[config.mk]
export PLATFORM = sky130hd
export DESIGN_NAME = convUnit
export DESIGN_NICKNAME = d
export VERILOG_FILES = /design/src/hdl/convPkg.sv /design/src/hdl/convUnit.sv
export SDC_FILE = /design/constraint.sdc
export NUM_CORES = 1
export LEC_CHECK = 0
export BUFFER_PORTS_ARGS = -buffer_cell sky130_fd_sc_hd__buf_2
export CAP_MARGIN = 20
export CORE_ASPECT_RATIO = 1.2
export CORE_UTILIZATION = 38
export DETAILED_ROUTE_END_ITERATION = 7
export MAX_ROUTING_LAYER = met4
export PLACE_DENSITY = 0.75
export REMOVE_ABC_BUFFERS = 1
export SYNTH_ARGS = -nofsm -noshare
export SYNTH_HDL_FRONTEND = slang
export SYNTH_SLANG_ARGS = --single-unit
[constraint.sdc]
create_clock -name clk -period 14.9 [get_ports clk]
set_clock_uncertainty 0.2 [all_clocks]
set_input_delay 0.745 -clock clk [delete_from_list [all_inputs] [get_ports clk]]
set_output_delay 0.745 -clock clk [all_outputs]
set_load 0.03 [all_outputs]
[src/hdl/convPkg.sv]
package convPkg;

	// pixel, weight and result width; products are kept at twice this before the sum
	parameter int DATA_WIDTH = 16;

	typedef logic signed [DATA_WIDTH-1:0] pixelT; // image pixels, filter weights and output values
	typedef logic signed [2*DATA_WIDTH-1:0] accT; // full product of a pixel and a weight

	// default geometry of the layer
	parameter int CONV_D = 2; // image and filter depth
	parameter int CONV_H = 5; // image height
	parameter int CONV_W = 5; // image width
	parameter int CONV_F = 2; // filter height and width

	// row and column indices, also used for the half row position
	typedef logic [5:0] coordT;

	// position inside one flattened window, channel first then filter row then filter column
	typedef logic [7:0] tapT;

	// the sequencer walks idle -> accumulate -> store and back until the last half row
	typedef enum logic [1:0] {
		seqIdle,
		seqAccumulate,
		seqStore,
		seqDone
	} seqStateT;

endpackage
[src/hdl/convUnit.sv]
`timescale 1ns/10ps

module convUnit #(
	parameter int D = convPkg::CONV_D,
	parameter int F = convPkg::CONV_F
) (
	input logic clk,
	input logic reset,
	input logic clearAcc,
	input convPkg::tapT tap, // shared by all units
	input logic [0:D*F*F*convPkg::DATA_WIDTH-1] window, // one receptive field in tap order
	input logic [0:D*F*F*convPkg::DATA_WIDTH-1] filter, // weights in the same order
	output convPkg::pixelT result
);
	import convPkg::*;

	pixelT pairPixel; // pixel picked by the previous tap
	pixelT pairWeight; // weight picked by the previous tap
	accT product;
	pixelT acc;

	// full width product, the running sum keeps only the low DATA_WIDTH bits
	assign product = pairPixel * pairWeight;

	// stage 1 picks the pair for the current tap, stage 2 adds the pair picked one
	// cycle earlier, so the sum trails the tap count by a cycle
	always_ff @(posedge clk or posedge reset) begin
		if (reset) begin
			pairPixel <= '0;
			pairWeight <= '0;
			acc <= '0;
		end else if (clearAcc) begin
			// the pair taken during the clear cycle would be counted twice, flush it
			pairPixel <= '0;
			pairWeight <= '0;
			acc <= '0;
		end else begin
			pairPixel <= window[tap*DATA_WIDTH +: DATA_WIDTH];
			pairWeight <= filter[tap*DATA_WIDTH +: DATA_WIDTH];
			acc <= acc + pixelT'(product); // wraps at the data width
		end
	end

	// the buffer copies this one cycle after the store strobe, once the final
	// product has been added
	assign result = acc;

endmodule

==> flow_metrics.tcl <==
set metrics [dict create \
    post-place-ws_ns 8.99 \
    fin_tns_setup_ns 0 \
    dieArea_sq_mm 0.0217 \
    final_cells 1307 \
    synth-seq-area-share 0.150 \
    ant_nets 0 \
    numCtsBuffers 5 \
    crit_required_ns 14.87 \
    syn_area_sq_mm 0.00802 \
    cp_cell_sequence "and2_1 -> fa_1 -> inv_1 -> fa_1 -> fa_1 -> fa_1 -> inv_1 -> fa_1 -> inv_1 -> fa_1 -> inv_1 -> ha_1 -> a21o_1 -> a21o_1 -> a21oi_1 -> nor2b_1 -> a211oi_4 -> xnor2_1 -> nor2_1" \
    ys_top_cells_by_area "fa_1 (23%), mux4_2 (18%), dfrtp_1 (15%)" \
    yosys_register_bits 48 \
    rsz0062_at_grt "false" \
    gp_congestion 0.915 \
    synth_cells 777 \
    syn_area_per_cell_sq_um 10.3 \
    place_hpwl_mm 19.6 \
    cp_slowest_cell "dfrtp_1" \
    cp-end-kind "flop" \
    cts.path.max_buffers 2 \
    io_pins 283 \
    vias 6643 \
    ys_top_cells_by_count "inv_1 (174), fa_1 (93), and2_1 (79)" \
    globalRouteOverflowTotal 0 \
    synth_warnings 0 \
    arrival_ns 5.91 \
    post_cts_buffers 0 \
    insertion_delay_ns 0.30 \
    irDropWorstVdd_v 0.0000477 \
    clkTransAtPathRegs_ns 0.08 \
    grt.total_usage 0.233 \
    synth.distinct_cells 34 \
    ys_async_sr_fraction 1.00 \
    cts-root-buf "clkbuf_16" \
    wire_per_inst_um 18.1 \
    cp_max_fo 15 \
    synth_area_leader_cell "fa_1" \
    final_layout_size_suffix_gt1_frac 0.351 \
    drt_iter0_drc 325 \
    die_y_um 161 \
    die_w_um 135 \
    critical_path.most_common_cell "fa_1" \
    route.detailed.drc 0 \
    synth_edf_count 0 \
    finalSetupViolations 0 \
    clkSinkCount 48 \
    ys.flop_type "dfrtp_1" \
    period_needed_ns 5.94 \
    synth.most_common_cell "inv_1" \
    drt-total-wl_mm 23.6 \
    p_per_area_mw_per_mm2 41.6 \
    whs_ns 0.259 \
    cts_hold_buf 0 \
    outcome "finished, final reports clean" \
    nets 1457 \
    first_global_vias 7173 \
    core_area_sq_mm 0.0205 \
    worst_slack_ns 8.96 \
    initial_core_util 0.392 \
    finalMaxSlewViolations 0 \
    cts_tree "done" \
    period_share 0.398 \
    slowest_delay_ns 0.61 \
    regToRegSetupSlack_ns 8.96 \
    place_inst 1288 \
    antenna_found_initial 11 \
    port_buffers 280 \
    tightest_slew_ns 0.930 \
    cap_violations 0 \
    netlist.area_leader.share 0.232 \
    leakage_nw 5.24 \
    relSlewSlack 0.380 \
    rows 57 \
    cts_resized 0 \
    start_kind "flop" \
    grt_pass1_wl_mm 37.1 \
    grt_max_degree 65 \
    htreeDepth 2 \
    max_freq_mhz 168 \
    hold_class "in2async" \
    final-hold-violation-count 0 \
    critPathKind "reg2reg" \
    post_drt_via_cell_ratio 5.08 \
    firstDrtPassIters 5 \
    syn2layout_area_growth_pct 23.1 \
    total_power_mw 0.410 \
]
## state kept, by name, indices dropped and copies added (netlist names)
name        count
result         16
pairWeight     16
pairPixel      16
## critical path, delay by kind of cell (launching register included)
| kind | cells | cell delay [ns] |
|---|---|---|
| XOR/XNOR | 1 | 0.15 |
| flip-flops | 1 | 0.61 |
| AND/OR/NAND/NOR | 3 | 0.45 |
| buffers and inverters | 4 | 0.19 |
| AO/OA/AOI/OAI | 4 | 0.81 |
| adder cells (fa/ha/maj) | 7 | 3.38 |
## per-layer routing
metal / vias to the layer above / routed length, um / track usage
li1: 2980 / - / -
met2: 281 / 12300 / 0.401
met4: 0 / 756 / 0.103
met5: - / 0 / -
met1: 3340 / 9120 / 0.272
met3: 42 / 1440 / 0.0308
## cells by family (layout without fill, tap and decap cells)
kind of cell | after synthesis | in the layout | share of synthesized area
xor+xnor | 41 | 41 | 0.0482
buf+inv | 212 | 467 | 0.103
other cells | 0 | 10 | 0
mux | 96 | 96 | 0.220
flops | 48 | 48 | 0.150
fa+ha+maj | 159 | 159 | 0.335
compound gates | 26 | 26 | 0.0229
simple gates | 195 | 195 | 0.122
## report_power, final
group	internal [mW]	switching, mW	leakage [nW]	total (mW)
Sequential	0.133	0.00665	0.662	0.140
Combinational	0.0676	0.0484	4.49	0.116
Clock	0.0970	0.0579	0.0945	0.155
## final timing paths
path,start,end,cells after the start
setup / recovery,pairWeight[1],result[15],19
hold / removal,reset,result[2],2
setup reg to reg,pairWeight[1],result[15],19
hold reg to reg,result[0],result[0],2
max in group asynchronous,reset,pairWeight[11],3
min in group clk,result[0],result[0],2
## through the flow
stage | utilization | cell area (sq um)
after global routing | 0.482 | 9870
after CTS | 0.480 | 9830
after floorplan | - | 7850
after detailed placement | 0.471 | 9630
final | 0.482 | 9870
after global placement | 0.469 | 9610
## cell usage in the layout (no fill, tap or decap), drive strengths merged, types with 2 or more instances in the layout
master / count
a21o: 8
a21oi: 7
a31oi: 2
and2: 81
buf: 285
bufinv: 2
clkbuf: 5
dfrtp: 48
diode: 10
fa: 93
ha: 66
inv: 175
mux2i: 32
mux4: 64
nand2: 55
nand2b: 2
nand3: 2
nor2: 44
nor2b: 6
nor3: 3
o21ai: 4
xnor2: 28
xnor3: 2
xor2: 11
## layout make-up
| class | instances | area, sq um |
|---|---|---|
| clock inverter | 3 | 68.8 |
| timing repair buffer | 285 | 1470 |
| fill | 1877 | 10600 |
| antenna | 10 | 25.0 |
| sequential | 48 | 1200 |
| tap | 265 | 332 |
| clock buffer | 5 | 125 |
| inverter | 174 | 653 |
| multi-input combinational | 517 | 5990 |
No activity file was read; power rests on OpenSTA's default activity.
