==> src/hdl/convPkg.sv <==
package convPkg;

	// pixel, weight and result width; products are kept at twice this before the sum
	parameter int DATA_WIDTH = 16;

	typedef logic signed [DATA_WIDTH-1:0] pixelT; // image pixels, filter weights and output values
	typedef logic signed [2*DATA_WIDTH-1:0] accT; // full product of a pixel and a weight

	// default geometry of the layer
	parameter int CONV_D = 2; // image and filter depth
	parameter int CONV_H = 5; // image height
	parameter int CONV_W = 5; // image width
	parameter int CONV_F = 2; // filter height and width

	// row and column indices, also used for the half row position
	typedef logic [5:0] coordT;

	// position inside one flattened window, channel first then filter row then filter column
	typedef logic [7:0] tapT;

	// the sequencer walks idle -> accumulate -> store and back until the last half row
	typedef enum logic [1:0] {
		seqIdle,
		seqAccumulate,
		seqStore,
		seqDone
	} seqStateT;

endpackage
==> src/hdl/outputFeatureBuffer.sv <==
`timescale 1ns/10ps

module outputFeatureBuffer #(
	parameter int H = convPkg::CONV_H,
	parameter int W = convPkg::CONV_W,
	parameter int F = convPkg::CONV_F
) (
	input logic clk,
	input logic reset,
	input logic storeHalf,
	input convPkg::coordT halfIndex, // which half row the unit results belong to
	input logic [0:((W-F+1)/2)*convPkg::DATA_WIDTH-1] unitResults,
	output logic [0:(H-F+1)*(W-F+1)*convPkg::DATA_WIDTH-1] outputConv, // row-major map
	output logic done
);
	import convPkg::*;

	localparam int SLOT_BITS = ((W - F + 1) / 2) * DATA_WIDTH; // one half row
	localparam int LAST_HALF = 2*(H - F + 1) - 1;

	logic pendingStore; // a store was requested last cycle
	coordT pendingIndex;

	// the slot for halfIndex starts at pixel halfIndex*(W-F+1)/2, which is the
	// row-major position of that half row
	always_ff @(posedge clk or posedge reset) begin
		if (reset) begin
			outputConv <= '0;
			pendingStore <= 1'b0;
			done <= 1'b0;
		end else begin
			pendingStore <= storeHalf;
			if (pendingStore) begin
				outputConv[pendingIndex*SLOT_BITS +: SLOT_BITS] <= unitResults;
				if (pendingIndex == coordT'(LAST_HALF)) begin
					done <= 1'b1; // visible together with the last half row
				end
			end
		end
	end

	always_ff @(posedge clk) begin
		if (storeHalf) begin
			pendingIndex <= halfIndex; // the sequencer moves on right after the strobe
		end
	end

endmodule

==> config.mk <==
export PLATFORM = sky130hd
export DESIGN_NAME = outputFeatureBuffer
export DESIGN_NICKNAME = d
export VERILOG_FILES = /design/src/hdl/convPkg.sv /design/src/hdl/outputFeatureBuffer.sv
export SDC_FILE = /design/constraint.sdc
export NUM_CORES = 1
export LEC_CHECK = 0
export BUFFER_PORTS_ARGS = -buffer_cell sky130_fd_sc_hd__buf_4
export CAP_MARGIN = 20
export CELL_PAD_IN_SITES_DETAIL_PLACEMENT = 0
export CELL_PAD_IN_SITES_GLOBAL_PLACEMENT = 2
export CORE_MARGIN = 2
export CORE_UTILIZATION = 30
export DETAILED_ROUTE_END_ITERATION = 10
export GPL_TIMING_DRIVEN = 1
export PLACE_DENSITY_LB_ADDON = 0.1
export SKIP_CTS_REPAIR_TIMING = 1
export SYNTH_ARGS = -nofsm -noshare
export SYNTH_HDL_FRONTEND = slang
export SYNTH_SLANG_ARGS = --single-unit
export TNS_END_PERCENT = 5
==> constraint.sdc <==
create_clock -name clk -period 12.3 [get_ports clk]
set_input_delay 3.69 -clock clk [delete_from_list [all_inputs] [get_ports clk]]
set_output_delay 3.69 -clock clk [all_outputs]
set_load 0.005 [all_outputs]
==> flow_summary.toml, run 1 <==
[synth]
ys_ff_latch = 264
synth_most_common_cell = "dfrtp_1"
postSynth.asyncResetShare = 0.9773
synthTopCellsByArea = "dfrtp_1 (66%), mux2_2 (29%), edfxtp_1 (1.8%)"
synth-main-ff-cell = "dfrtp_1"
synthesis.instances = 561
syn_nets = 602
synth_edf_count = 6
synth_commonest_cells = "dfrtp_1 (258), mux2_2 (251), buf_2 (18), buf_6 (7), edfxtp_1 (6)"
yosys.area.top_type_share = 0.6577
avgSynthCellArea_um2 = 17.50
ys_seq_area_frac = 0.6761
synthDistinctLibCells = 18
yosysTopAreaCell = "dfrtp_1"
yosysWarnings = 0
synth_area_um2 = 9816

[die]
rows = 66
fp.dieH_um = 184.9
fp.dieW_um = 184.9
start_util = 0.3032
core_area_um2 = 32370
fp.dieArea_um2 = 34180
ios = 298

[detailed_routing]
wl_per_cell_um = 20.69
routed_wirelength_um = 27700
drc = 0
drtAntennaViolNets = 0
num_vias = 6008
dr.first_iter.drc_count = 132
firstDrtPassIters = 4
viasPerCell = 4.487

[critical_path]
cp.required_ns = 12.84
endpoint_kind = "asynchronous set/reset pin"
worstSetupPathType = "in -> async"
crit_arrival_ns = 5.38
crit_fanout = 123
worstSetupStartpointType = "input pin"

[min_path]
hp-class = "reg -> reg"

[clocking]
cts_max_level = 1
clock_path_buffers = 3
cts_tree = "done"
clkTransAtPathRegs_ns = 0.05
root_buffer = "clkbuf_16"
clk_latency_ns = 0.54
cts_buffers = 31
clkSinkCount = 264

[sta]
setup_viol = 0
rsz0062_at_grt = "false"
tns_ns = 0
tightest_slew_ns = 0.9445
maxSlewHeadroom = 0.3703
max_freq_mhz = 206.2
setup_ws_ns = 7.451
slew_violations = 0
skew_ns = 0.005592
finalCriticalPeriod_ns = 4.849
finalCritPeriodShare = 0.3942
hold_viol_final = 0

[power]
combPwrFrac = 0.205
p_sw_mw = 0.6264
p_clk_frac = 0.347
peakVddDrop_v = 0.0001033
internal-power_mw = 1.938
p_per_area_nw_per_um2 = 188.8
power.leakage_nw = 6.369
sw_frac_of_total = 0.2443
power_frac_seq = 0.448

[flow_run]
maxCapViolCount = 0

[layout]
nets = 916
regArea_um2 = 6636
fillerInstances = 3027
multiInputGateArea_um2 = 3024
areaGrowthSynthToFinish_pct = 38.37
design_area_um2 = 13580
drive_gt1_frac = 0.6890
n_antenna_cell = 0

[global_routing]
grt_antenna_before_repair = 0
grt_pass1_wl_um = 41070
grt_max_degree = 124
grt_pass1_vias = 6585
grt_overflow = 0
grt_usage = 0.1596

[outcome]
status = "finished, final reports clean"

[place]
port_buffers = 297
place_congestion = 0.7376
post-place-ws_ns = 6.785
dp_hpwl_um = 18630
placed_area_um2 = 12560
-- power groups by stage --
stage               logic, mW  clock network (mW)  registers [mW]
finish                  0.525               0.890            1.15
global route            0.571               0.963            1.17
CTS                     0.539               0.923            1.15
detailed placement      0.539                   0            1.16
global placement        0.530                   0            1.16
floorplan               0.168                   0            1.16
-- metrics by stage --
step                      hold slack (ns)  total power [mW]    util  std cells
after detailed placement           0.4937             1.702  0.3880       1283
after floorplan                    0.4650             1.328       -        561
final                              0.5021             2.564  0.4196       1339
after global placement             0.4666             1.686  0.3861       1280
after CTS                          0.5069             2.613  0.4189       1338
after global routing               0.5149             2.704  0.4196       1339
-- registers in the layout, indices dropped and copies added, names as in the netlist --
signal        flops
outputConv      256
done              1
pendingIndex      6
pendingStore      1
-- layer usage --
layer / routed length [um] / GRT usage / share of wire / up-vias
met3: 2700 / 0.06134 / 0.097 / 37
met5: 0 / 0 / 0 / -
met2: 12670 / 0.2551 / 0.46 / 226
met1: 11900 / 0.2056 / 0.43 / 3107
met4: 436 / 0.03492 / 0.016 / 0
li1: - / - / - / 2638
-- cells by family (layout without fill, tap and decap cells) --
group,after synthesis,count (layout),share of synthesized area
flip-flops,264,264,0.6761
buffers and inverters,27,363,0.01810
multiplexers,256,256,0.2952
AND/OR/NAND/NOR,14,14,0.01058
-- cell usage in the layout, fill, tap and decap left out, drive strengths merged --
| cell type | count |
|---|---|
| and4b | 2 |
| and4bb | 1 |
| buf | 307 |
| bufinv | 2 |
| clkbuf | 50 |
| clkinv | 3 |
| dfrtp | 258 |
| edfxtp | 6 |
| inv | 1 |
| mux2 | 256 |
| nand2 | 4 |
| nand3 | 2 |
| nor2 | 1 |
| nor3 | 1 |
| nor3b | 1 |
| nor4b | 1 |
| or2 | 1 |
-- critical path, stage by stage --
cell and delay (ns):
buf_4 0.13, inv_8 0.59, buf_4 0.84
-- final timing paths --
kind                                 start              end  slack (ns)  cells after the start
setup reg to reg           pendingIndex[3]  outputConv[242]        9.93                      4
setup / recovery                     reset  outputConv[162]        7.45                      3
hold / removal             outputConv[207]  outputConv[207]        0.50                      1
max in group clk           outputConv[225]  outputConv[225]        7.50                      1
min in group asynchronous            reset  outputConv[196]        3.34                      2
hold reg to reg            outputConv[207]  outputConv[207]        0.50                      1
-- area by class of cell --
class                      instances  share of cell area
multi-input combinational        270              0.2227
clock buffer                      50             0.06826
sequential                       264              0.4886
inverter                           1           0.0008291
clock inverter                     5            0.005527
timing repair buffer             307              0.1734
tap                              442             0.04072
No activity file was read; power rests on OpenSTA's default activity.
==> run 2, diff against run 1 <==
Clock period 12.3 ns to 4.17 ns, I/O delays scaled along.
==> run 2 against run 1 <==
Hold slack gained 0.00067 ns; total power grew to 2.9 times the previous value; sequential share of layout area shrank 0.21 points; register-to-register slack got worse by 8.2 ns.
==> flow_summary.toml, run 2 (synthesized netlist as in run 1, its figures left out) <==
[outcome]
status = "finished, final reports clean"

[layout]
layout_commonest_cell = "buf_4"
reg.largest.list = "outputConv: 256 flops, pendingIndex: 6 flops"
nets = 920
largest_register_ffs = 256
areaGrowthSynthToFinish_pct = 38.98
drive_gt1_frac = 0.6911
regArea_um2 = 6636
top_register = "outputConv"
n_antenna_cell = 0
fillerInstances = 3049
final_cell_mix = "buf_4 (302), dfrtp_1 (258), mux2_2 (251)"
multiInputGateArea_um2 = 3024

[critical_path]
crit_fanout = 20
r2r_cells = 4
worstReg2RegStart = "pendingIndex[4]"
timing.reg2reg.setup_slack_ns = 1.71
worstSetupPathType = "reg -> reg"
worstSetupStartpointType = "flop"
r2r-end = "outputConv[115]"
endpoint_kind = "flop"
crit_arrival_ns = 2.88
cp.required_ns = 4.59

[sta]
slew_violations = 0
hold_viol_final = 0
skew_ns = 0.01512
hold_slack_ns = 0.5028
finalCriticalPeriod_ns = 2.462
maxSlewHeadroom = 0.4813
max_freq_mhz = 406.1
setup_viol = 0
tightest_slew_ns = 0.7771
rsz0062_at_grt = "false"
finalCritPeriodShare = 0.5905

[power]
peakVddDrop_v = 0.0002685
p_sw_mw = 1.856
p_clk_frac = 0.336
totalPowerFinal_mw = 7.459
power_frac_seq = 0.456
power.leakage_nw = 6.402
combPwrFrac = 0.208
internal-power_mw = 5.604
p_per_area_nw_per_um2 = 546.8
sw_frac_of_total = 0.2488

[min_path]
hp-class = "reg -> reg"
hold_start = "outputConv[165]"
holdPathEnd = "outputConv[165]"
whs_path_depth = 1

[global_routing]
grt_usage = 0.1626
grt_max_degree = 78
grt_overflow = 0
grt_pass1_wl_um = 41970
grt_antenna_before_repair = 0
grt_pass1_vias = 6628

[die]
ios = 298
fp.dieH_um = 184.9
core_area_um2 = 32370
start_util = 0.3032
fp.dieW_um = 184.9
fp.dieArea_um2 = 34180
rows = 66

[flow_run]
maxCapViolCount = 0

[detailed_routing]
routed_wirelength_um = 27790
drtAntennaViolNets = 0
wl_per_cell_um = 20.71
firstDrtPassIters = 4
viasPerCell = 4.492
dr.first_iter.drc_count = 175
drc = 0
num_vias = 6028

[clocking]
cts_max_level = 1
cts_tree = "done"
clkSinkCount = 264
root_buffer = "clkbuf_16"
clock_path_buffers = 3
cts_buffers = 30
clk_latency_ns = 0.54
clkTransAtPathRegs_ns = 0.06

[place]
place_congestion = 0.7487
port_buffers = 297
dp_hpwl_um = 19540
[run 2: changes by cell type in the layout (fill, tap and decap cells not counted)]
cell | previous run | this run
inv_8 | 1 | 0
clkbuf_1 | 11 | 10
clkinv_2 | 3 | 5
clkbuf_8 | 8 | 5
bufinv_16 | 2 | 1
buf_4 | 303 | 302
buf_16 | 0 | 1
buf_12 | 4 | 9
inv_6 | 0 | 1
clkinvlp_4 | 0 | 1
[run 2: area by class of cell]
type / count / area share
clock inverters: 7 / 0.004678
multi-input cells: 270 / 0.2217
clock buffers: 46 / 0.06466
repair buffers: 312 / 0.1814
well taps: 442 / 0.04054
flip-flops and latches: 264 / 0.4865
inverters: 1 / 0.0005503
[run 2: critical path: stages (launching register included)]
cell and delay, ns:
edfxtp_1 0.44, nor4b_4 0.44, and4b_2 0.81, buf_4 0.29
mux2_2 0.35
[run 2: stage by stage]
step	setup TNS [ns]	worst slack, ns	util	cell area, um2	std cells
final	0	1.708	0.4214	13640	1342
after global routing	0	1.588	0.4214	13640	1342
after CTS	0	1.670	0.4208	13620	1341
after detailed placement	0	1.661	0.3916	12680	1288
after global placement	0	1.519	0.3883	12570	1283
after floorplan	-123.99	-0.4806	-	9819	561
[run 2: worst max-delay path by stage]
stage / to / from / cells after the start / slack [ns]
finish: outputConv[115] / pendingIndex[4] / 4 / 1.71
global route: outputConv[119] / pendingIndex[4] / 4 / 1.59
CTS: outputConv[115] / pendingIndex[4] / 4 / 1.67
detailed placement: outputConv[115] / pendingIndex[4] / 4 / 1.66
global placement: outputConv[220] / pendingIndex[3] / 3 / 1.52
floorplan: done / reset / 1 / -0.48
[run 2: routing by layer]
layer,up-vias,part of all wire,global-route usage
met1,3141,0.42,0.2090
met2,202,0.48,0.2688
met5,-,0,0
met3,37,0.082,0.05250
met4,0,0.021,0.03460
li1,2648,-,-
[run 2: power groups by stage]
stage	clock network [mW]	logic, mW	registers, mW
global route	2.71	1.69	3.47
CTS	2.60	1.60	3.41
finish	2.51	1.55	3.40
detailed placement	0	1.59	3.44
global placement	0	1.57	3.42
floorplan	0	0.496	3.42
