===== config.mk =====
export PLATFORM = sky130hd
export DESIGN_NAME = convSequencer
export DESIGN_NICKNAME = d
export VERILOG_FILES = /design/src/hdl/convPkg.sv /design/src/hdl/convSequencer.sv
export SDC_FILE = /design/constraint.sdc
export NUM_CORES = 1
export LEC_CHECK = 0
export BUFFER_PORTS_ARGS = -buffer_cell sky130_fd_sc_hd__buf_4
export CAP_MARGIN = 20
export CORE_MARGIN = 2
export CORE_UTILIZATION = 46
export DETAILED_ROUTE_END_ITERATION = 12
export GPL_TIMING_DRIVEN = 1
export PLACE_DENSITY = 0.74
export SLEW_MARGIN = 5
export SYNTH_ARGS = -nofsm -noshare
export SYNTH_HDL_FRONTEND = slang
export SYNTH_SLANG_ARGS = --single-unit
export TNS_END_PERCENT = 30

===== constraint.sdc =====
create_clock -name clk -period 1.6 [get_ports clk]
set_input_delay 0.24 -clock clk [delete_from_list [all_inputs] [get_ports clk]]
set_output_delay 0.24 -clock clk [all_outputs]
set_load 0.02 [all_outputs]

===== src/hdl/convPkg.sv =====
package convPkg;

	// pixel, weight and result width; products are kept at twice this before the sum
	parameter int DATA_WIDTH = 16;

	typedef logic signed [DATA_WIDTH-1:0] pixelT; // image pixels, filter weights and output values
	typedef logic signed [2*DATA_WIDTH-1:0] accT; // full product of a pixel and a weight

	// default geometry of the layer
	parameter int CONV_D = 2; // image and filter depth
	parameter int CONV_H = 5; // image height
	parameter int CONV_W = 5; // image width
	parameter int CONV_F = 2; // filter height and width

	// row and column indices, also used for the half row position
	typedef logic [5:0] coordT;

	// position inside one flattened window, channel first then filter row then filter column
	typedef logic [7:0] tapT;

	// the sequencer walks idle -> accumulate -> store and back until the last half row
	typedef enum logic [1:0] {
		seqIdle,
		seqAccumulate,
		seqStore,
		seqDone
	} seqStateT;

endpackage

===== src/hdl/convSequencer.sv =====
`timescale 1ns/10ps

module convSequencer #(
	parameter int D = convPkg::CONV_D,
	parameter int H = convPkg::CONV_H,
	parameter int W = convPkg::CONV_W,
	parameter int F = convPkg::CONV_F
) (
	input logic clk,
	input logic reset,
	input logic done, // high once the buffer holds the whole map
	output convPkg::coordT rowNumber,
	output convPkg::coordT column,
	output convPkg::tapT tap,
	output logic clearAcc, // zeroes every accumulator, one cycle before the first tap
	output logic storeHalf, // all unit results are ready to be stored
	output convPkg::coordT halfIndex // 2*row + half
);
	import convPkg::*;

	localparam int OH = H - F + 1; // output rows
	localparam int UNITS = (W - F + 1) / 2; // output columns per half row
	localparam int TAPS = D * F * F; // accumulate cycles per group
	localparam int LAST_HALF = 2*OH - 1;

	seqStateT state;

	// a group is one clear cycle, TAPS accumulate cycles and one store cycle
	always_ff @(posedge clk or posedge reset) begin
		if (reset) begin
			state <= seqIdle;
			rowNumber <= '0;
			column <= '0;
			halfIndex <= '0;
			tap <= '0;
			clearAcc <= 1'b0;
			storeHalf <= 1'b0;
		end else begin
			case (state)
				seqIdle: if (!done) begin // a finished map is not recomputed before reset
					clearAcc <= 1'b1;
					tap <= '0;
					state <= seqAccumulate;
				end
				seqAccumulate: begin
					clearAcc <= 1'b0;
					if (!clearAcc) begin // tap 0 is held through the clear cycle
						if (tap == tapT'(TAPS-1)) begin
							tap <= '0;
							storeHalf <= 1'b1; // the last product lands while this is high
							state <= seqStore;
						end else begin
							tap <= tap + 1'b1;
						end
					end
				end
				seqStore: begin
					storeHalf <= 1'b0;
					if (halfIndex == coordT'(LAST_HALF)) begin
						state <= seqDone;
					end else begin
						halfIndex <= halfIndex + 1'b1;
						if (column == '0) begin
							column <= coordT'(UNITS); // second half of the same row
						end else begin
							column <= '0;
							rowNumber <= rowNumber + 1'b1;
						end
						clearAcc <= 1'b1; // next group starts right away
						state <= seqAccumulate;
					end
				end
				seqDone: state <= seqDone; // parked until reset
				default: state <= seqIdle;
			endcase
		end
	end

endmodule


==> results of run 1 <==
## metrics by stage
step | TNS, ns | instance area, um2
2_1_floorplan | -0.03912 | 1271
3_3_place_gp | 0 | 1564
3_5_place_dp | 0 | 1564
4_1_cts | 0 | 1617
5_1_grt | -0.03211 | 1647
6_report | 0 | 1647
## cell families after synthesis
logic type	share of synthesized area (%)
AND/OR/NAND/NOR	19.39
flip-flops	50.51
XOR/XNOR	10.61
AO/OA/AOI/OAI	7.374
buffers and inverters	3.940
adder cells (fa/ha/maj)	4.041
multiplexers	3.838
other	0.3027
## where the power goes
part           switching, mW  leakage (nW)  internal [mW]  total, mW
logic                  0.458         0.476          0.390      0.848
registers             0.0974         0.329          0.737      0.835
clock network          0.203        0.0139         0.0956      0.298
total                  0.758         0.819           1.22       1.98
## path summary, 6_finish.rpt
| path | slack (ns) | to | startpoint |
|---|---|---|---|
| max in group asynchronous | 0.85 | clearAcc | reset |
| worst min-delay path | 0.21 | clearAcc | done |
| min in group asynchronous | 0.50 | rowNumber[4] | reset |
| worst max-delay path | 0.02 | tap[7] | state[0] |
| worst min register to register | 0.50 | rowNumber[5] | rowNumber[5] |
| worst max register to register | 0.02 | tap[7] | state[0] |
## cells in the mapped netlist, types with 2 or more instances
| master | count |
|---|---|
| nor2_1 | 12 |
| nor3_1 | 3 |
| nand4_1 | 4 |
| dfrtp_1 | 25 |
| and3_1 | 2 |
| xnor2_1 | 12 |
| nand2b_1 | 2 |
| nand4b_1 | 2 |
| nor2b_1 | 2 |
| buf_4 | 5 |
| nand2_1 | 13 |
| ha_1 | 4 |
| o21ai_0 | 5 |
| xor2_1 | 3 |
| inv_1 | 3 |
| nand3_1 | 2 |
## area by class of cell
type | instances | area (um2)
fill | 219 | 875.8
tap | 30 | 37.54
inverter | 3 | 11.26
clock buffer | 3 | 22.52
clock inverter | 1 | 7.507
timing repair buffer | 40 | 306.5
multi-input combinational | 88 | 634.4
sequential | 25 | 626.9
## critical path: stages (launching register included)
cell and delay (ns):
dfrtp_1 0.43, mux2_4 0.31, or2_4 0.24, or4_4 0.42, a21oi_2 0.13
## repair_timing
item | 4_1_cts | 5_1_grt
pin swaps | 1 | 2
hold buffers | 1 | 0
endpoints found under the hold margin | 25 | 0
setup endpoints to repair | 1 | 5
resized for setup | 2 | 6
## state kept, by name, indices dropped and copies added (netlist names)
register	cells
halfIndex	6
rowNumber	6
clearAcc	1
state	2
storeHalf	1
tap	8
column	1
## metal layers
layer,vias to the layer above,share of wire [%],global-route usage (%)
li1,481,-,-
met1,469,44,22.69
met2,32,51,30.44
met3,2,5.0,2.326
met4,0,0.59,5.442
met5,-,0,0
==> impl_metrics.tcl, run 1 <==
set metrics [dict create \
    final_cell_mix "38 x buf_4, 24 x dfrtp_1, 12 x xnor2_1, 12 x nor2_1, 12 x nand2_1" \
    grt_pass1_wl_mm 4.416 \
    area_growth_pct 32.93 \
    clockBufferDepth 2 \
    antenna_left 0 \
    p_leak_nw 0.8185 \
    dieWidth_um 55.89 \
    drt_iter0_markers 12 \
    routabilityCongestion 0.8056 \
    syn_avg_cell_area_um2 10.59 \
    diodes 0 \
    synth_top_area_cell "dfrtp_1" \
    via_per_inst 5.179 \
    synth-async-reset-ratio_pct 100.0 \
    post-route-period-util_pct 98.67 \
    hp-class "input port to flip-flop" \
    setup-violations-final 0 \
    layout_setup_ws_ns 0.02131 \
    ir_drop_mv 0.8163 \
    drc 0 \
    overflow 0 \
    status "complete, no violations" \
    instances_no_fill 190 \
    port_buffers 25 \
    io_pins 31 \
    hold_ws_ns 0.2090 \
    syn_inst 117 \
    reg2regPathDepth 4 \
    netlist_area_um2 1239 \
    hpwl_mm 1.904 \
    core_area_um2 2522 \
    fmax_mhz 633.4 \
    h-tree-depth 1 \
    grt_max_degree 26 \
    power_mw 1.981 \
    drtPass1Iterations 4 \
    fin_worst_skew_ns 0.001520 \
    path_class "flip-flop to flip-flop" \
    cts_made_buffers 3 \
    yosys_warnings 0 \
    crit_path_max_fanout 3 \
    cts.sinks 25 \
    slew_violations 0 \
    cts_tree "built" \
    first_global_vias 1005 \
    synth_top_area_share_pct 50.51 \
    rsz0062_at_grt "yes" \
    clockRootBuffer "clkbuf_4" \
    die_h_um 55.89 \
    power.density_nw_per_um2 1203 \
    final_util_pct 65.28 \
    synth_area_leaders "dfrtp_1 51%, xnor2_1 8.5%, ha_1 4.0%" \
    num_rows 18 \
    synth_seq_cells 25 \
    vias 984 \
    insertion_delay_ns 0.32 \
    post-cts-setup-buffer-count 0 \
    synth.yosys.seq_area_share_pct 50.51 \
    layout.nets 168 \
    cp.arrival_ns 1.85 \
    required_ns 1.87 \
    cap_violations 0 \
    wire_per_inst_um 13.43 \
    hold_depth 4 \
    fp.dieArea_um2 3124 \
    ys.flop_type "dfrtp_1" \
    synth_edf_count 0 \
    synthDistinctLibCells 34 \
    track_usage_pct 17.52 \
    dp_cells 185 \
    layout_min_cycle_time_ns 1.579 \
    start_util_pct 49.11 \
    startpoint_type "flip-flop" \
    final_common_cell "buf_4" \
    finalHoldViolCount 0 \
    wirelength_mm 2.552 \
    cp-end-kind "flip-flop" \
    clk_pin_slew_worst_paths_ns 0.14 \
    antenna_found_initial 0 \
    preCtsSetupSlack_ns 0.006261 \
    drive_gt1_share_pct 35.63 \
]
Note: power is estimated with default switching activity, not from simulation.
==> run 2: changes to the inputs <==
CORE_MARGIN = 10   (was 2)
==> impl_metrics.tcl, run 2 (same netlist as run 1, synthesis figures left out) <==
set metrics [dict create \
    cts.sinks 25 \
    p_leak_nw 0.8169 \
    cap_violations 0 \
    antenna_found_initial 0 \
    fp.dieArea_um2 5168 \
    crit_path_max_fanout 3 \
    hpwl_mm 2.251 \
    num_rows 18 \
    startpoint_type "flip-flop" \
    clockBufferDepth 2 \
    final_common_cell "buf_4" \
    core_area_um2 2522 \
    p_int_mw 1.231 \
    fmax_mhz 629.7 \
    io_pins 31 \
    finalHoldViolCount 0 \
    instances_no_fill 191 \
    cp.arrival_ns 1.85 \
    combPwrFrac_pct 43.2 \
    switchingPower_mw 0.7468 \
    clk_pin_slew_worst_paths_ns 0.13 \
    largest_register_ffs 8 \
    status "complete, no violations" \
    ir_drop_mv 0.7672 \
    layout_min_cycle_time_ns 1.588 \
    top_regs "tap x8, halfIndex x6, rowNumber x6" \
    post-route-period-util_pct 99.26 \
    required_ns 1.86 \
    first_global_vias 1064 \
    drt_iter0_markers 33 \
    top_register "tap" \
    setup-violations-final 0 \
    switching_share_pct 37.76 \
    overflow 0 \
    fin_worst_skew_ns 0.004560 \
    die_h_um 71.89 \
    power.density_nw_per_um2 1198 \
    grt_max_degree 15 \
    antenna_left 0 \
    wire_per_inst_um 14.85 \
    diodes 0 \
    path_class "flip-flop to flip-flop" \
    dp_cells 185 \
    insertion_delay_ns 0.32 \
    via_per_inst 5.215 \
    port_buffers 25 \
    vias 996 \
    wirelength_mm 2.836 \
    drive_gt1_share_pct 36.02 \
    drtPass1Iterations 4 \
    cts_made_buffers 3 \
    hp-class "input port to flip-flop" \
    final_cell_mix "39 x buf_4, 24 x dfrtp_1, 12 x xnor2_1, 12 x nor2_1, 12 x nand2_1" \
    start_util_pct 49.11 \
    preCtsSetupSlack_ns 0.008106 \
    cp-end-kind "flip-flop" \
    h-tree-depth 1 \
    layout_setup_ws_ns 0.01189 \
    track_usage_pct 11.17 \
    drc 0 \
    dieWidth_um 71.89 \
    seq_power_share_pct 42.5 \
    rsz0062_at_grt "yes" \
    clockRootBuffer "clkbuf_4" \
    clkPwrFrac_pct 14.3 \
    routabilityCongestion 0.7672 \
    layout.nets 169 \
    area_growth_pct 33.23 \
    grt_pass1_wl_mm 4.857 \
    slew_violations 0 \
    cts_tree "built" \
]
==> run 2: power by group through the flow <==
stage	logic, mW	registers (mW)	clock network, mW
final	0.854	0.841	0.283
after global routing	0.936	0.863	0.316
after floorplan	0.299	0.983	0
after CTS	0.851	0.837	0.291
after global placement	0.795	0.841	0
after detailed placement	0.824	0.845	0
==> run 2: cell type report <==
cell class | instances | area, um2
tap | 30 | 37.54
inverter | 3 | 11.26
fill | 218 | 872.1
timing repair buffer | 41 | 314.1
clock buffer | 4 | 26.28
multi-input combinational | 88 | 634.4
sequential | 25 | 626.9
==> run 2: stage by stage <==
step                      total power [mW]  instance area, um2  hold slack [ns]   TNS (ns)  utilization, %
after global placement               1.636                1564           0.2667          0           62.00
after detailed placement             1.669                1564           0.2731          0           62.00
final                                1.978                1650           0.2184          0           65.43
after CTS                            1.979                1633           0.2140  -0.001555           64.73
after floorplan                      1.282                1271           0.2673   -0.03912               -
after global routing                 2.116                1650           0.2181   -0.09458           65.43
==> run 2: routing by layer <==
layer  up-vias  global-route usage [%]  wire length [um]
met2        24                   18.92              1437
met3         3                   3.673               177
met5         -                       0                 0
li1        482                       -                 -
met4         0                   3.656                27
met1       487                   12.95              1194
==> run 2: final timing paths <==
check,startpoint,end,slack (ns),cells past startpoint
setup reg to reg,state[0],tap[7],0.01,4
setup / recovery,state[0],tap[7],0.01,4
hold reg to reg,rowNumber[5],rowNumber[5],0.49,1
min in group asynchronous,reset,tap[5],0.49,4
max in group asynchronous,reset,clearAcc,0.92,4
hold / removal,done,state[0],0.22,4
==> run 2: worst max-delay path, stage by stage, from the launching register on <==
cell and delay, ns:
dfrtp_1 0.42, mux2_4 0.31, or2_4 0.26, or4_4 0.41
a21oi_2 0.13
==> run 2: what timing repair did <==
action	CTS	global route
hold buffers	1	0
endpoints found under the setup margin	2	8
gates resized for setup	5	4
buffers inserted	1	0
hold endpoints to repair	25	0
cloned	0	0
pin swaps	3	2
==> run 3: changes to the inputs <==
GPL_TIMING_DRIVEN = 0   (was 1)
==> impl_metrics.tcl, run 3 (same netlist as run 1, synthesis figures left out) <==
set metrics [dict create \
    num_rows 18 \
    startpoint_type "flip-flop" \
    wire_per_inst_um 13.68 \
    clockRootBuffer "clkbuf_4" \
    drc 0 \
    dieWidth_um 71.89 \
    io_pins 31 \
    first_global_vias 916 \
    crit_path_max_fanout 5 \
    rsz0062_at_grt "yes" \
    top_register "tap" \
    grt_max_degree 26 \
    final_cell_mix "39 x buf_4, 21 x dfrtp_1, 13 x nand2_1" \
    start_util_pct 49.11 \
    antenna_left 0 \
    ir_drop_mv 0.9399 \
    final_common_cell "buf_4" \
    slew_violations 0 \
    hp-class "input port to async pin" \
    hpwl_mm 1.933 \
    fmax_mhz 619.7 \
    area_growth_pct 32.32 \
    critPathMaxStageDelay_ns 0.46 \
    critical_path.top_delay_family "simple AND/OR/NAND/NOR gates" \
    overflow 0 \
    worst_slew_pin_slew_ns 0.9033 \
    h-tree-depth 1 \
    layout_min_cycle_time_ns 1.614 \
    drtPass1Iterations 5 \
    cp_num_buf_inv 0 \
    reg2regPathDepth 4 \
    vias 961 \
    drt_iter0_markers 56 \
    track_usage_pct 9.699 \
    insertion_delay_ns 0.33 \
    via_per_inst 5.085 \
    grt_pass1_wl_mm 4.133 \
    clk_pin_slew_worst_paths_ns 0.14 \
    required_ns 1.87 \
    cts_made_buffers 3 \
    clockBufferDepth 2 \
    p_leak_nw 0.8009 \
    path_class "flip-flop to flip-flop" \
    drive_gt1_share_pct 37.11 \
    diodes 0 \
    cp.arrival_ns 1.88 \
    finalHoldViolCount 0 \
    cap_violations 0 \
    setup-violations-final 2 \
    cp.depth 4 \
    top_regs "tap x8, halfIndex x6, rowNumber x6" \
    layout.nets 167 \
    status "finished with violations" \
    cts_tree "built" \
    post-route-period-util_pct 100.9 \
    relSlewSlack_pct 39.72 \
    routabilityCongestion 0.8090 \
    violations "setup timing" \
    hold_ws_ns 0.09201 \
    layout_setup_ws_ns -0.01371 \
    wirelength_mm 2.585 \
    port_buffers 25 \
    die_h_um 71.89 \
    cts.sinks 25 \
    antenna_found_initial 0 \
    worstPathCellList "mux2_4 -> or2_4 -> or4_1 -> a21oi_1" \
    power_mw 1.916 \
    fp.dieArea_um2 5168 \
    preCtsSetupSlack_ns -0.1886 \
    cp-end-kind "flip-flop" \
    fin_worst_skew_ns 0.007211 \
    core_area_um2 2522 \
    largest_register_ffs 8 \
    power.density_nw_per_um2 1169 \
    cp_slowest_cell "dfrtp_2" \
]
==> run 3: routing by layer <==
metal | global-route usage, % | up-vias | routed length, um
met5 | 0 | - | 0
met2 | 15.49 | 29 | 1170
met4 | 3.871 | 0 | 39
met1 | 11.07 | 443 | 1177
met3 | 4.354 | 5 | 198
li1 | - | 484 | -
==> run 3: layout make-up <==
class / count / area (um2)
fillers: 215 / 883.3
multi-input cells: 88 / 636.9
flip-flops and latches: 25 / 630.6
repair buffers: 34 / 255.2
plain buffers: 5 / 37.54
well taps: 30 / 37.54
clock buffers: 3 / 22.52
inverters: 3 / 11.26
clock inverters: 1 / 7.507
==> run 3: per-stage QoR <==
stage,setup TNS (ns),util (%),cell area [um2],instances
3_3_place_gp,-0.8604,59.33,1496,176
6_report,-0.01700,64.98,1639,189
3_5_place_dp,-1.114,59.33,1496,176
5_1_grt,-0.1563,64.98,1639,189
2_1_floorplan,-0.03912,-,1271,121
4_1_cts,-0.1828,61.66,1555,182
==> run 3: path summary, 6_finish.rpt <==
check / to / slack [ns] / startpoint
max: tap[7] / -0.01 / state[0]
min: rowNumber[5] / 0.09 / reset
max reg2reg: tap[7] / -0.01 / state[0]
min reg2reg: rowNumber[5] / 0.49 / rowNumber[5]
max in group asynchronous: tap[0] / 0.89 / reset
min in group clk: state[0] / 0.19 / done
==> run 3: what timing repair did <==
action | in CTS | in global routing
resized for setup | 3 | 7
hold buffers | 0 | 0
setup endpoints to repair | 9 | 9
setup buffers | 2 | 7
pin swaps | 2 | 2
==> run 3: report_power, final <==
group | switching (mW) | leakage, nW | internal, mW
combinational | 0.382 | 0.461 | 0.341
clock | 0.194 | 0.0139 | 0.0958
sequential | 0.160 | 0.326 | 0.743
total | 0.736 | 0.801 | 1.18
